### src/include/lc3b_macros.svh
`ifndef LC3B_MACROS_SVH
`define LC3B_MACROS_SVH

// ##########################################################
// core-wide sizes
// ##########################################################

// data and address width, in bits.
`define LC3B_WORD_W 16

// architectural registers r0 to r7.
`define LC3B_NUM_REGS 8

// pc value loaded while rst is high.
`define LC3B_RESET_PC 16'h0000

`endif

### src/logic/lc3b_types.sv
`include "lc3b_macros.svh"

package lc3b_types;

    typedef logic [`LC3B_WORD_W-1:0] lc3b_word;              // data and addresses.
    typedef logic [$clog2(`LC3B_NUM_REGS)-1:0] lc3b_reg;     // register index.
    typedef logic [2:0] lc3b_nzp;                            // condition code, n z p.

    // kept opcodes. any other value decodes as a no-op.
    typedef enum logic [3:0] {
        op_br  = 4'b0000,
        op_add = 4'b0001,
        op_and = 4'b0101,
        op_ldr = 4'b0110,
        op_str = 4'b0111,
        op_not = 4'b1001
    } lc3b_opcode;

    typedef enum logic [1:0] {
        alu_add,
        alu_and,
        alu_not,
        alu_pass                                             // forwards operand a.
    } lc3b_aluop;

    // fetch to execute payload.
    typedef struct packed {
        lc3b_word ir;
        lc3b_word pc_next;                                   // pc + 2 of this instruction.
    } lc3b_if_ex;

    // execute to memory/writeback payload.
    typedef struct packed {
        lc3b_reg  dest;
        lc3b_word result;                                    // alu value or data address.
        lc3b_word store_data;
        logic     mem_read;
        logic     mem_write;
        logic     load_regfile;
        logic     load_cc;
    } lc3b_ex_mw;

endpackage : lc3b_types

### src/logic/pipe_reg.sv
`timescale 1ns/1ns

module pipe_reg #(
    parameter type payload_t = logic
) (
    input  logic     clk,
    input  logic     rst,
    input  logic     stall,       // hold everything.
    input  logic     flush,       // next contents become a bubble.
    input  logic     valid_in,
    input  payload_t data_in,
    output logic     valid_out,
    output payload_t data_out
);

    always_ff @(posedge clk) begin
        if (rst) begin
            valid_out <= 1'b0;
        end else if (!stall) begin
            valid_out <= valid_in && !flush;
        end
    end

    // payload only matters while valid is set.
    always_ff @(posedge clk) begin
        if (!stall) data_out <= data_in;
    end

    // the stage driving flush must let a stall take priority.
    assert property (@(posedge clk) disable iff (rst) !(flush && stall));

endmodule : pipe_reg

### src/logic/regfile.sv
`timescale 1ns/1ns
`include "lc3b_macros.svh"

module regfile (
    input  logic                 clk,
    input  logic                 rst,
    input  logic                 load,     // writeback strobe from mw.
    input  lc3b_types::lc3b_reg  dest,
    input  lc3b_types::lc3b_word in,
    input  lc3b_types::lc3b_reg  src_a,
    input  lc3b_types::lc3b_reg  src_b,
    output lc3b_types::lc3b_word reg_a,
    output lc3b_types::lc3b_word reg_b
);

    lc3b_types::lc3b_word regs [`LC3B_NUM_REGS];

    always_ff @(posedge clk) begin
        if (rst) begin
            regs <= '{default: '0};                 // all registers start at zero.
        end else if (load) begin
            regs[dest] <= in;
        end
    end

    // write-through, so ex sees the value mw is writing this cycle.
    assign reg_a = (load && (src_a == dest)) ? in : regs[src_a];
    assign reg_b = (load && (src_b == dest)) ? in : regs[src_b];

endmodule : regfile

### src/logic/execute_unit.sv
`timescale 1ns/1ns
`include "lc3b_macros.svh"

module execute_unit (
    input  lc3b_types::lc3b_word  ir,
    input  lc3b_types::lc3b_word  pc_next,
    input  lc3b_types::lc3b_word  reg_a,         // sr1 or base register.
    input  lc3b_types::lc3b_word  reg_b,         // sr2 or store source.
    input  lc3b_types::lc3b_aluop aluop,
    input  logic                  alumux_sel,
    input  logic                  marmux_sel,
    input  lc3b_types::lc3b_nzp   nzp_now,       // cc after any same-cycle writeback.
    output lc3b_types::lc3b_word  result,
    output lc3b_types::lc3b_word  branch_target,
    output logic                  branch_enable
);

    lc3b_types::lc3b_word imm5;
    lc3b_types::lc3b_word offset6;
    lc3b_types::lc3b_word offset9;
    lc3b_types::lc3b_word alu_b;
    lc3b_types::lc3b_word alu_out;

    // sign extension of the instruction fields.
    assign imm5    = {{(`LC3B_WORD_W-5){ir[4]}}, ir[4:0]};
    assign offset6 = {{(`LC3B_WORD_W-6){ir[5]}}, ir[5:0]};
    assign offset9 = {{(`LC3B_WORD_W-9){ir[8]}}, ir[8:0]};

    assign alu_b = alumux_sel ? imm5 : reg_b;

    always_comb begin
        case (aluop)
            lc3b_types::alu_add: alu_out = reg_a + alu_b;
            lc3b_types::alu_and: alu_out = reg_a & alu_b;
            lc3b_types::alu_not: alu_out = ~reg_a;
            default:             alu_out = reg_a;      // pass.
        endcase
    end

    // word offsets, so both adders scale by two.
    assign result        = marmux_sel ? reg_a + (offset6 << 1) : alu_out;
    assign branch_target = pc_next + (offset9 << 1);
    assign branch_enable = |(ir[11:9] & nzp_now);    // any requested flag set.

endmodule : execute_unit

### src/logic/control.sv
`timescale 1ns/1ns

module control (
    input  lc3b_types::lc3b_opcode opcode,
    input  logic                   imm_enable,
    output logic                   load_regfile,
    output logic                   load_cc,
    output logic                   mem_read_ex,
    output logic                   mem_write_ex,
    output logic                   is_branch,
    output lc3b_types::lc3b_aluop  aluop,
    output logic                   alumux_sel,    // 1 selects sext(imm5).
    output logic                   marmux_sel,    // 1 selects base + offset6.
    output logic                   storemux_sel   // 1 reads sr (11:9) on port b.
);

    always_comb begin
        // everything inactive, so unknown opcodes fall through as no-ops.
        load_regfile = 1'b0;
        load_cc      = 1'b0;
        mem_read_ex  = 1'b0;
        mem_write_ex = 1'b0;
        is_branch    = 1'b0;
        aluop        = lc3b_types::alu_pass;
        alumux_sel   = 1'b0;
        marmux_sel   = 1'b0;
        storemux_sel = 1'b0;

        case (opcode)
            lc3b_types::op_add, lc3b_types::op_and: begin
                load_regfile = 1'b1;
                load_cc      = 1'b1;
                aluop        = (opcode == lc3b_types::op_add) ? lc3b_types::alu_add
                                                              : lc3b_types::alu_and;
                alumux_sel   = imm_enable;            // register or imm5 form.
            end
            lc3b_types::op_not: begin
                load_regfile = 1'b1;
                load_cc      = 1'b1;
                aluop        = lc3b_types::alu_not;
            end
            lc3b_types::op_br: is_branch = 1'b1;   // condition tested in ex.
            lc3b_types::op_ldr: begin
                mem_read_ex  = 1'b1;
                load_regfile = 1'b1;
                load_cc      = 1'b1;                  // ldr sets cc from the loaded word.
                marmux_sel   = 1'b1;
            end
            lc3b_types::op_str: begin
                mem_write_ex = 1'b1;
                marmux_sel   = 1'b1;
                storemux_sel = 1'b1;
            end
            default: ;
        endcase

        // the datapath drives a single request level per access.
        assert (!(mem_read_ex && mem_write_ex))
            else $error("control: read and write decoded together.");
    end

endmodule : control

### src/logic/datapath.sv
`timescale 1ns/1ns
`include "lc3b_macros.svh"

module datapath (
    input  logic                   clk,
    input  logic                   rst,
    input  logic                   load_regfile,
    input  logic                   load_cc,
    input  lc3b_types::lc3b_aluop  aluop,
    input  logic                   alumux_sel,
    input  logic                   marmux_sel,
    input  logic                   storemux_sel,
    input  logic                   mem_read_ex,
    input  logic                   mem_write_ex,
    input  logic                   is_branch,
    output lc3b_types::lc3b_opcode opcode,
    output logic                   imm_enable,
    input  logic                   mem_resp,
    input  lc3b_types::lc3b_word   mem_rdata,
    output logic                   mem_read,
    output logic                   mem_write,
    output lc3b_types::lc3b_word   mem_address,
    output lc3b_types::lc3b_word   mem_wdata,
    input  lc3b_types::lc3b_word   instr_rdata,
    output lc3b_types::lc3b_word   instr_address
);

    lc3b_types::lc3b_word  pc;
    lc3b_types::lc3b_word  pc_plus2;
    logic                  stall;           // mw access still waiting on mem_resp.
    logic                  branch_taken;
    logic                  branch_enable;
    logic                  if_ex_flush;
    lc3b_types::lc3b_if_ex if_ex_d;
    lc3b_types::lc3b_if_ex if_ex_q;
    logic                  if_ex_valid;
    lc3b_types::lc3b_ex_mw ex_mw_d;
    lc3b_types::lc3b_ex_mw ex_mw_q;
    logic                  ex_mw_valid;
    lc3b_types::lc3b_word  ir;
    lc3b_types::lc3b_reg   src_b;
    lc3b_types::lc3b_word  reg_a;
    lc3b_types::lc3b_word  reg_b;
    lc3b_types::lc3b_word  ex_result;
    lc3b_types::lc3b_word  branch_target;
    lc3b_types::lc3b_word  wb_value;
    logic                  wb_load;
    logic                  cc_load;
    lc3b_types::lc3b_nzp   cc;
    lc3b_types::lc3b_nzp   cc_new;
    lc3b_types::lc3b_nzp   nzp_now;

    // ##########################################################
    // fetch
    // ##########################################################

    assign pc_plus2      = pc + `LC3B_WORD_W'(2);
    assign instr_address = pc;
    assign if_ex_d       = '{ir: instr_rdata, pc_next: pc_plus2};

    always_ff @(posedge clk) begin
        if (rst) begin
            pc <= `LC3B_RESET_PC;
        end else if (!stall) begin
            pc <= branch_taken ? branch_target : pc_plus2;   // taken target wins.
        end
    end

    assign branch_taken = if_ex_valid && is_branch && branch_enable;
    assign if_ex_flush  = branch_taken && !stall;          // kills the wrong-path fetch.

    pipe_reg #(.payload_t(lc3b_types::lc3b_if_ex)) if_ex_reg (
        .clk(clk), .rst(rst), .stall(stall), .flush(if_ex_flush),
        .valid_in(1'b1), .data_in(if_ex_d),                 // fetch always has an instruction.
        .valid_out(if_ex_valid), .data_out(if_ex_q)
    );

    // ##########################################################
    // execute
    // ##########################################################

    assign ir         = if_ex_q.ir;
    assign opcode     = lc3b_types::lc3b_opcode'(ir[15:12]);
    assign imm_enable = ir[5];
    assign src_b      = storemux_sel ? ir[11:9] : ir[2:0];  // sr for str, sr2 otherwise.

    regfile regfile_module (
        .clk(clk), .rst(rst), .load(wb_load), .dest(ex_mw_q.dest), .in(wb_value),
        .src_a(ir[8:6]), .src_b(src_b), .reg_a(reg_a), .reg_b(reg_b)
    );

    execute_unit execute_module (
        .ir(ir), .pc_next(if_ex_q.pc_next), .reg_a(reg_a), .reg_b(reg_b),
        .aluop(aluop), .alumux_sel(alumux_sel), .marmux_sel(marmux_sel),
        .nzp_now(nzp_now), .result(ex_result), .branch_target(branch_target),
        .branch_enable(branch_enable)
    );

    always_comb begin
        ex_mw_d.dest         = ir[11:9];
        ex_mw_d.result       = ex_result;
        ex_mw_d.store_data   = reg_b;
        ex_mw_d.mem_read     = mem_read_ex;
        ex_mw_d.mem_write    = mem_write_ex;
        ex_mw_d.load_regfile = load_regfile;
        ex_mw_d.load_cc      = load_cc;
    end

    pipe_reg #(.payload_t(lc3b_types::lc3b_ex_mw)) ex_mw_reg (
        .clk(clk), .rst(rst), .stall(stall), .flush(1'b0),  // branches retire as no-ops.
        .valid_in(if_ex_valid), .data_in(ex_mw_d),
        .valid_out(ex_mw_valid), .data_out(ex_mw_q)
    );

    // ##########################################################
    // memory and writeback
    // ##########################################################

    assign stall    = ex_mw_valid && (ex_mw_q.mem_read || ex_mw_q.mem_write) && !mem_resp;
    assign wb_value = ex_mw_q.mem_read ? mem_rdata : ex_mw_q.result;
    assign wb_load  = ex_mw_valid && ex_mw_q.load_regfile && !stall;
    assign cc_load  = wb_load && ex_mw_q.load_cc;

    always_comb begin
        if (wb_value[`LC3B_WORD_W-1]) cc_new = 3'b100;        // negative.
        else if (wb_value == '0)      cc_new = 3'b010;        // zero.
        else                          cc_new = 3'b001;        // positive.
    end

    always_ff @(posedge clk) begin
        if (rst) cc <= 3'b010;
        else if (cc_load) cc <= cc_new;
    end

    assign nzp_now = cc_load ? cc_new : cc;                 // same-cycle bypass to br.

    assign mem_read    = ex_mw_valid && ex_mw_q.mem_read;
    assign mem_write   = ex_mw_valid && ex_mw_q.mem_write;
    assign mem_address = ex_mw_q.result;
    assign mem_wdata   = ex_mw_q.store_data;

    // a pending request keeps its level, address and data until mem_resp.
    assert property (@(posedge clk) disable iff (rst)
        (mem_read || mem_write) && !mem_resp |=>
            $stable(mem_read) && $stable(mem_write) &&
            $stable(mem_address) && $stable(mem_wdata));

    // once reset has been sampled the data port stays idle.
    assert property (@(posedge clk) rst && $past(rst) |-> !mem_read && !mem_write);

endmodule : datapath

### src/logic/mp3.sv
`timescale 1ns/1ns

module mp3 (
    input  logic                 clk,
    input  logic                 rst,

    // data memory port.
    input  logic                 mem_resp,
    input  lc3b_types::lc3b_word mem_rdata,
    output logic                 mem_read,
    output logic                 mem_write,
    output lc3b_types::lc3b_word mem_address,
    output lc3b_types::lc3b_word mem_wdata,

    // instruction memory port, answers in the same cycle.
    input  lc3b_types::lc3b_word instr_rdata,
    output lc3b_types::lc3b_word instr_address
);

    lc3b_types::lc3b_opcode opcode;              // ex instruction opcode.
    logic                   imm_enable;          // ex instruction bit 5.
    logic                   load_regfile;
    logic                   load_cc;
    lc3b_types::lc3b_aluop  aluop;
    logic                   alumux_sel;
    logic                   marmux_sel;
    logic                   storemux_sel;
    logic                   mem_read_ex;
    logic                   mem_write_ex;
    logic                   is_branch;

    control control_module (
        .opcode(opcode),
        .imm_enable(imm_enable),
        .load_regfile(load_regfile),
        .load_cc(load_cc),
        .mem_read_ex(mem_read_ex),
        .mem_write_ex(mem_write_ex),
        .is_branch(is_branch),
        .aluop(aluop),
        .alumux_sel(alumux_sel),
        .marmux_sel(marmux_sel),
        .storemux_sel(storemux_sel)
    );

    datapath datapath_module (
        .clk(clk),
        .rst(rst),
        .load_regfile(load_regfile),
        .load_cc(load_cc),
        .aluop(aluop),
        .alumux_sel(alumux_sel),
        .marmux_sel(marmux_sel),
        .storemux_sel(storemux_sel),
        .mem_read_ex(mem_read_ex),
        .mem_write_ex(mem_write_ex),
        .is_branch(is_branch),
        .opcode(opcode),
        .imm_enable(imm_enable),
        .mem_resp(mem_resp),
        .mem_rdata(mem_rdata),
        .mem_read(mem_read),
        .mem_write(mem_write),
        .mem_address(mem_address),
        .mem_wdata(mem_wdata),
        .instr_rdata(instr_rdata),
        .instr_address(instr_address)
    );

endmodule : mp3

### config.mk
export PLATFORM = sky130hd
export DESIGN_NAME = mp3
export DESIGN_NICKNAME = d
export VERILOG_FILES = /design/src/logic/lc3b_types.sv /design/src/logic/pipe_reg.sv /design/src/logic/regfile.sv /design/src/logic/execute_unit.sv /design/src/logic/control.sv /design/src/logic/datapath.sv /design/src/logic/mp3.sv
export VERILOG_INCLUDE_DIRS = /design/src /design/src/include
export SDC_FILE = /design/constraint.sdc
export NUM_CORES = 1
export LEC_CHECK = 0
export ABC_AREA = 1
export BUFFER_PORTS_ARGS = -buffer_cell sky130_fd_sc_hd__clkbuf_2
export CAP_MARGIN = 20
export CORE_ASPECT_RATIO = 1.75
export CORE_MARGIN = 2
export CORE_UTILIZATION = 60
export CTS_BUF_LIST = sky130_fd_sc_hd__clkbuf_8
export DETAILED_ROUTE_END_ITERATION = 8
export GPL_ROUTABILITY_DRIVEN = 0
export PLACE_DENSITY = 0.79
export SETUP_SLACK_MARGIN = 0.2
export SLEW_MARGIN = 20
export SYNTH_ARGS = -nofsm -noshare
export SYNTH_HDL_FRONTEND = slang
export SYNTH_HIERARCHICAL = 1
export SYNTH_SLANG_ARGS = --single-unit
export TNS_END_PERCENT = 30
### constraint.sdc
create_clock -name clk -period 12.8 [get_ports clk]
set_input_delay 3.84 -clock clk [delete_from_list [all_inputs] [get_ports clk]]
set_output_delay 3.84 -clock clk [all_outputs]
set_load 0.03 [all_outputs]
### Yosys cells after proc, flatten, opt, wreduce, memory -nomap -nowiden

Index checks and enable logic that the tools add are counted.

| operators by class | value |
|---|---|
| multiply operators | 0 |
| shifts and indexed selects | 0 |
| $lt $le $gt $ge | 4 |
| mux-type cells | 28 |
| $add $sub $neg | 4 |
| reduce and logical (&&, ||, !) cells | 24 |
| equality and inequality tests | 9 |
| bitwise gates (word level) | 6 |
| divide/modulo/power cells | 0 |

Operators by type and width:

| operator | count |
|---|---|
| $mux W16 | 11 |
| $bwmux W128 | 1 |
| $bmux W16 S3 | 2 |
| $add A16 B16 Y16 | 3 |
| $demux W16 S3 | 1 |
| $pmux W16 S3 | 1 |
| $add A16 B2 Y16 const B | 1 |
| $and A16 B16 Y16 | 1 |
| $logic_not A16 Y1 | 1 |
| $not A16 Y16 | 1 |
| $logic_and A1 B1 Y1 | 13 |
| $eq A4 B3 Y1 const B | 3 |
| $ge A4 B4 Y1 const B | 3 |
| $not A3 Y4 | 3 |
| $mux W3 | 3 |
| $mux W1 | 7 |
| $eq A3 B3 Y1 | 2 |
| $eq A4 B1 Y1 const B | 1 |
| $eq A4 B4 Y1 const B | 1 |
| $logic_not A4 Y1 | 1 |
| $lt A4 B1 Y1 const B | 1 |
| $pmux W2 S2 | 1 |
| $reduce_or A2 Y1 | 2 |
| $reduce_or A4 Y1 | 1 |
| 8 further kinds | 10 |

| word-level totals | value |
|---|---|
| register bits after elaboration | 219 |
| RAM bits | 0 |
| input port bits | 35 |
| output and inout port bits | 50 |
| ROM bits | 0 |
| latch bits | 0 |
| logic and storage cells | 95 |
| memories | 0 |

### Logic depth before layout (Yosys ltp)

| logic depth | value |
|---|---|
| word-level depth | 12 |
| depth in mapped cells | 29 |
| depth with buffers taken out | 26 |

### Modules after synthesis

Netlist, hierarchy kept.

Modules (own cells, without submodules):

| module | instances | sequential area each (um^2) | cells each | area each (um^2) |
|---|---|---|---|---|
| regfile | 1 | 2562.5 | 1215 | 7519.7 |
| execute_unit | 1 | 0.0 | 576 | 3047.9 |
| datapath | 1 | 380.4 | 248 | 1466.4 |
| pipe_reg at datapath_module.ex_mw_reg | 1 | 1191.1 | 48 | 1222.4 |
| pipe_reg at datapath_module.if_ex_reg | 1 | 980.9 | 41 | 1012.2 |
| control | 1 | 0.0 | 22 | 108.9 |

### Least setup slack after synthesis

Ideal clock, no wire load.

| path | value |
|---|---|
| path kind | input -> register |
| start point | input port mem_resp |
| end point | register datapath_module/ex_mw_reg/data_out[29] (netlist bit) (data pin) |
| library setup time | 253 ps |
| path buffers | 2 |
| stages | 24 |
| data required time | 12547 ps |
| setup slack | 6145 ps |
| data arrival time | 6402 ps |
| cells stage by stage | a21oi_4 -> inv_2 -> buf_6 -> nand2_1 -> inv_1 -> nand2_1 -> nor2_1 -> nand2_4 -> buf_2 -> nand3_1 -> nand2_1 -> ha_1 -> inv_1 -> fa_1 -> inv_1 -> nand3_1 -> nand2_1 -> nand2_1 -> nand2_1 -> inv_1 -> o21ai_0 -> nand2_1 -> nand3_1 -> nand2_1 |

| on the way | value |
|---|---|
| elaborated cells on any way between the ends | 15 |
| those cells by class | add/sub: 2; mux: 5; bitwise: 2; reduce/logical: 6 |

RTL lines:

| what | line | source |
|---|---|---|
| start: declaration | mp3.sv:8 | `input logic mem_resp,` |
| $logic_not A1 Y1 (*) | datapath.sv:119 | `assign stall = ex_mw_valid && (ex_mw_q.mem_read \|\| ex_mw_q.mem_write) && !mem_resp;` |
| $logic_and A1 B1 Y1 (*) | datapath.sv:119 |  |
| $logic_not A1 Y1 (*) | datapath.sv:121 | `assign wb_load = ex_mw_valid && ex_mw_q.load_regfile && !stall;` |
| $logic_and A1 B1 Y1 (*) | datapath.sv:121 |  |
| named net datapath_module.wb_load | datapath.sv:47 | `logic wb_load;` |
| $logic_and A1 B1 Y1 (*) | regfile.sv:27 | `assign reg_a = (load && (src_a == dest)) ? in : regs[src_a];` |
| $mux W16 (*) | regfile.sv:27 |  |
| named net datapath_module.reg_a[1] | datapath.sv:42 | `lc3b_types::lc3b_word reg_a;` |
| $add A16 B16 Y16 | execute_unit.sv:33 | `lc3b_types::alu_add: alu_out = reg_a + alu_b;` |
| $pmux W16 S3 | execute_unit.sv:32 | `case (aluop)` |
| $mux W16 (*) | execute_unit.sv:41 | `assign result = marmux_sel ? reg_a + (offset6 << 1) : alu_out;` |
| named net datapath_module.ex_result[9] | datapath.sv:44 | `lc3b_types::lc3b_word ex_result;` |
| end signal: assignment | pipe_reg.sv:26 | `if (!stall) data_out <= data_in;` |
| end: declaration | pipe_reg.sv:13 | `output payload_t data_out` |

The timed path passes the listed nets; every way through them passes the cells marked *.
A chain may end at the register's enable or synchronous reset.

### Final worst setup path

| path | value |
|---|---|
| start point | input port mem_resp |
| end point | register datapath_module/ex_mw_reg/data_out[34] (netlist bit) (data pin) |

| on the way | value |
|---|---|
| word-level cells in the longest chain between the ends | 10 |
| elaborated cells on any way between the ends | 15 |
| those cells by class | add/sub: 2; mux: 5; bitwise: 2; reduce/logical: 6 |

Ends and longest elaborated chain:

| what | line | source |
|---|---|---|
| $logic_not A1 Y1 | datapath.sv:119 |  |
| $logic_and A1 B1 Y1 | datapath.sv:119 |  |
| named net datapath_module.stall | datapath.sv:30 | `logic stall;` |
| $logic_not A1 Y1 | datapath.sv:121 |  |
| $logic_and A1 B1 Y1 | datapath.sv:121 |  |
| named net datapath_module.wb_load | datapath.sv:47 |  |
| $logic_and A1 B1 Y1 | regfile.sv:28 | `assign reg_b = (load && (src_b == dest)) ? in : regs[src_b];` |
| $mux W16 | regfile.sv:28 |  |
| named net datapath_module.reg_b[0] | datapath.sv:43 | `lc3b_types::lc3b_word reg_b;` |
| $mux W16 | execute_unit.sv:29 | `assign alu_b = alumux_sel ? imm5 : reg_b;` |
| $add A16 B16 Y16 | execute_unit.sv:33 |  |
| $pmux W16 S3 | execute_unit.sv:32 |  |
| $mux W16 | execute_unit.sv:41 |  |
| named net datapath_module.ex_result[14] | datapath.sv:44 |  |

The timed path passes the listed nets, and every way through them passes these cells.

==> flow_summary.yaml <==
outcome:
  status: "complete, no violations"
layout:
  insertedDiodeCount: 0
  fill_cells: 2155
  final_layout_size_suffix_gt1_share_pct: 8.94
  multiInputGateArea_mm2: 0.00760
  synthToLayoutAreaGrowth_pct: 7.32
  fin_util_pct: 65.0
  seq_area_mm2: 0.00511
  layout.nets: 2250
clock_tree:
  clk-insertion-delay-late_ns: 0.58
  numClockSinks: 220
  path_clk_slew_ns: 0.07
  hold_buffers: 0
  cts_buffers: 35
  cts_setup_buffers: 0
  clock_path_buffers: 3
  post_cts_resized: 0
  cts_tree: "yes"
  ctsHtreeMaxLevel: 2
  root_buffer: "clkbuf_8"
pwr:
  vdd_drop_max_v: 0.000109
  p_comb_share_pct: 22.9
  p_leak_nw: 7.59
  power_density_mw_per_mm2: 118
  internal_power_mw: 1.20
  pwr-share-clk_pct: 34.9
  netSwitchingFraction_pct: 34.0
  power.switching_uw: 620
  p_seq_share_pct: 42.2
setup_path:
  required_ns: 13.13
  slowest_stage: "fa_1"
  path_class: "in -> reg"
  critPathCaptureType: "flip-flop"
  cp-start-kind: "input pin"
  cp_max_fo: 17
  critPathMaxStageDelay_ns: 0.39
  crit_arrival_ns: 7.31
  cp_common_cell: "nand2_1"
  crit_chain: "clkbuf_2 > a21oi_4 > inv_2 > nand2_1 > inv_1 > nand2_1 > nor2_1 > nand2_2 > inv_2 > nand2_1 > nand2_1 > mux2_2 > ha_1 > fa_1 > nand2_1 > nand2_1 > nand3_1 > nand2_1 > nand2_1 > nand3_1 > nand3_1 > nand2_1 > nand2_1 > nand2_1"
timing:
  slew_viol_final: 0
  rsz0062_at_grt: "false"
  skew_ns: 0.0326
  slew_headroom_pct: 40.3
  worstMarginPinSlew_ns: 0.895
  min_period_ns: 6.98
  fmax_ghz: 0.143
  fin_setup_tns_ns: 0
  setup_violations: 0
  hold_viol: 0
  period_share_pct: 54.5
synth:
  synth.area.top_cells: "dfxtp_1, nand2_1, edfxtp_1"
  synth.ff_latch_count: 220
  seq_area_frac_synth_pct: 35.6
  synth_ff_type: "dfxtp_1"
  synth_cell_types: 50
  synth_async_sr_flop_share_pct: 0
  synth_top_area_share_pct: 20.7
  synth-edff-count: 71
  synth_top_cell_by_area: "dfxtp_1"
  synth_fp_nets: 2233
  yosysMostFrequentCell: "nand2_1"
  synthCells: 2150
  ys_top_cells_by_count: "nand2_1, nand3_1, inv_1, nor2_1, dfxtp_1"
  syn-cell-area_mm2: 0.0144
  synth.avg_cell_area_um2: 6.69
  ys_warn_count: 6
global_route:
  antenna_found_initial: 0
  grt_pass1_vias: 14400
  grt_usage_pct: 35.4
  grt_pass1_wl_mm: 71.5
  grt_max_degree: 82
  overflow: 0
route:
  vias: 14600
  avgRoutedWirePerCell_um: 17.8
  remaining_drc_errors: 0
  m1WireLength_mm: 15.7
  wl_met3_mm: 4.22
  vias_per_cell: 5.85
  first_pass_iters: 9
  drt-total-wl_mm: 44.4
  ant_nets: 0
  wl_met2_mm: 21.0
  drtIter0Drc: 1253
  highest_layer: "met4"
floorplan:
  die_y_um: 209
  num_rows: 75
  ios: 85
  die-width_um: 121
  start_util_pct: 60.6
  dieArea_mm2: 0.0253
  core_area_mm2: 0.0237
min_path:
  hold_class: "reg -> reg"
placed_design:
  hpwl_mm: 30.2
  io_buffers: 84
job:
  maxCapViolations: 0
-- logic make-up (layout without fill, tap and decap cells) --
| kind of cell | count (synthesis) | in the layout | share of synthesized area [%] |
|---|---|---|---|
| simple gates | 1162 | 1162 | 33.5 |
| xor+xnor | 26 | 26 | 1.58 |
| flops | 220 | 220 | 35.6 |
| other cells | 2 | 2 | 0.0522 |
| mux | 6 | 6 | 0.470 |
| compound gates | 286 | 286 | 12.9 |
| fa+ha+maj | 48 | 48 | 4.33 |
| buf+inv | 400 | 442 | 11.6 |
-- cell usage in the layout, fill, tap and decap left out, types with 16 or more instances in the layout --
master,n
a211oi_1,129
a21oi_1,54
buf_4,23
clkbuf_2,83
clkbuf_8,38
dfxtp_1,149
edfxtp_1,71
ha_1,45
inv_1,270
nand2_1,636
nand3_1,271
nor2_1,214
o21ai_0,51
xor2_1,16
-- final cells by class --
cell class                      count  share of cell area [%]
Clock buffer                       38                    3.39
Clock inverter                     24                    1.22
Inverter                          274                    6.67
Multi-Input combinational cell   1530                    49.3
Sequential cell                   220                    33.1
Tap cell                          308                    2.50
Timing Repair Buffer              106                    3.81
-- flip-flops by register name, summed over array words and instances, names as in the netlist --
name	flops
datapath_module/if_ex_reg/data_out	32
datapath_module/cc	3
datapath_module/regfile_module/regs	128
datapath_module/if_ex_reg/valid_out	1
datapath_module/ex_mw_reg/data_out	39
datapath_module/instr_address	16
datapath_module/ex_mw_reg/valid_out	1
-- power by group through the flow --
stage / Combinational [mW] / Sequential (mW) / Clock, mW
2_1_floorplan: 0.266 / 0.807 / 0
3_3_place_gp: 0.396 / 0.782 / 0
3_5_place_dp: 0.404 / 0.782 / 0
4_1_cts: 0.406 / 0.768 / 0.646
5_1_grt: 0.456 / 0.769 / 0.673
6_report: 0.417 / 0.768 / 0.637
-- layer usage --
metal	track usage, %	vias up
met5	0	-
li1	-	7021
met2	57.6	845
met4	27.9	0
met3	7.01	264
met1	40.0	6492
-- worst max-delay path, delay by kind of cell --
family	cells	cell delay [ns]
simple gates	16	1.62
buf+inv	4	0.62
fa+ha+maj	2	0.61
compound gates	1	0.33
mux	1	0.27
-- metrics by stage --
| step | area (µm²) | instances | worst slack, ns | power [mW] | hold WS, ns |
|---|---|---|---|---|---|
| after floorplan | 14400 | 2150 | 6.15 | 1.07 | 0.426 |
| after global placement | 14700 | 2438 | 5.42 | 1.18 | 0.441 |
| after detailed placement | 14700 | 2438 | 5.30 | 1.19 | 0.442 |
| after CTS | 15400 | 2500 | 5.89 | 1.82 | 0.461 |
| after global routing | 15400 | 2500 | 5.53 | 1.90 | 0.482 |
| final | 15400 | 2500 | 5.82 | 1.82 | 0.465 |
-- worst paths after layout --
kind                                           from                                endpoint  slack [ns]  cells after the start
max reg2reg  datapath_module/if_ex_reg/data_out[31]  datapath_module/ex_mw_reg/data_out[34]        7.26                     25
min reg2reg        datapath_module/instr_address[0]   datapath_module/if_ex_reg/data_out[0]        0.47                      0
min                datapath_module/instr_address[0]   datapath_module/if_ex_reg/data_out[0]        0.47                      0
max                                        mem_resp  datapath_module/ex_mw_reg/data_out[34]        5.82                     24
No activity file was read; power rests on OpenSTA's default activity.
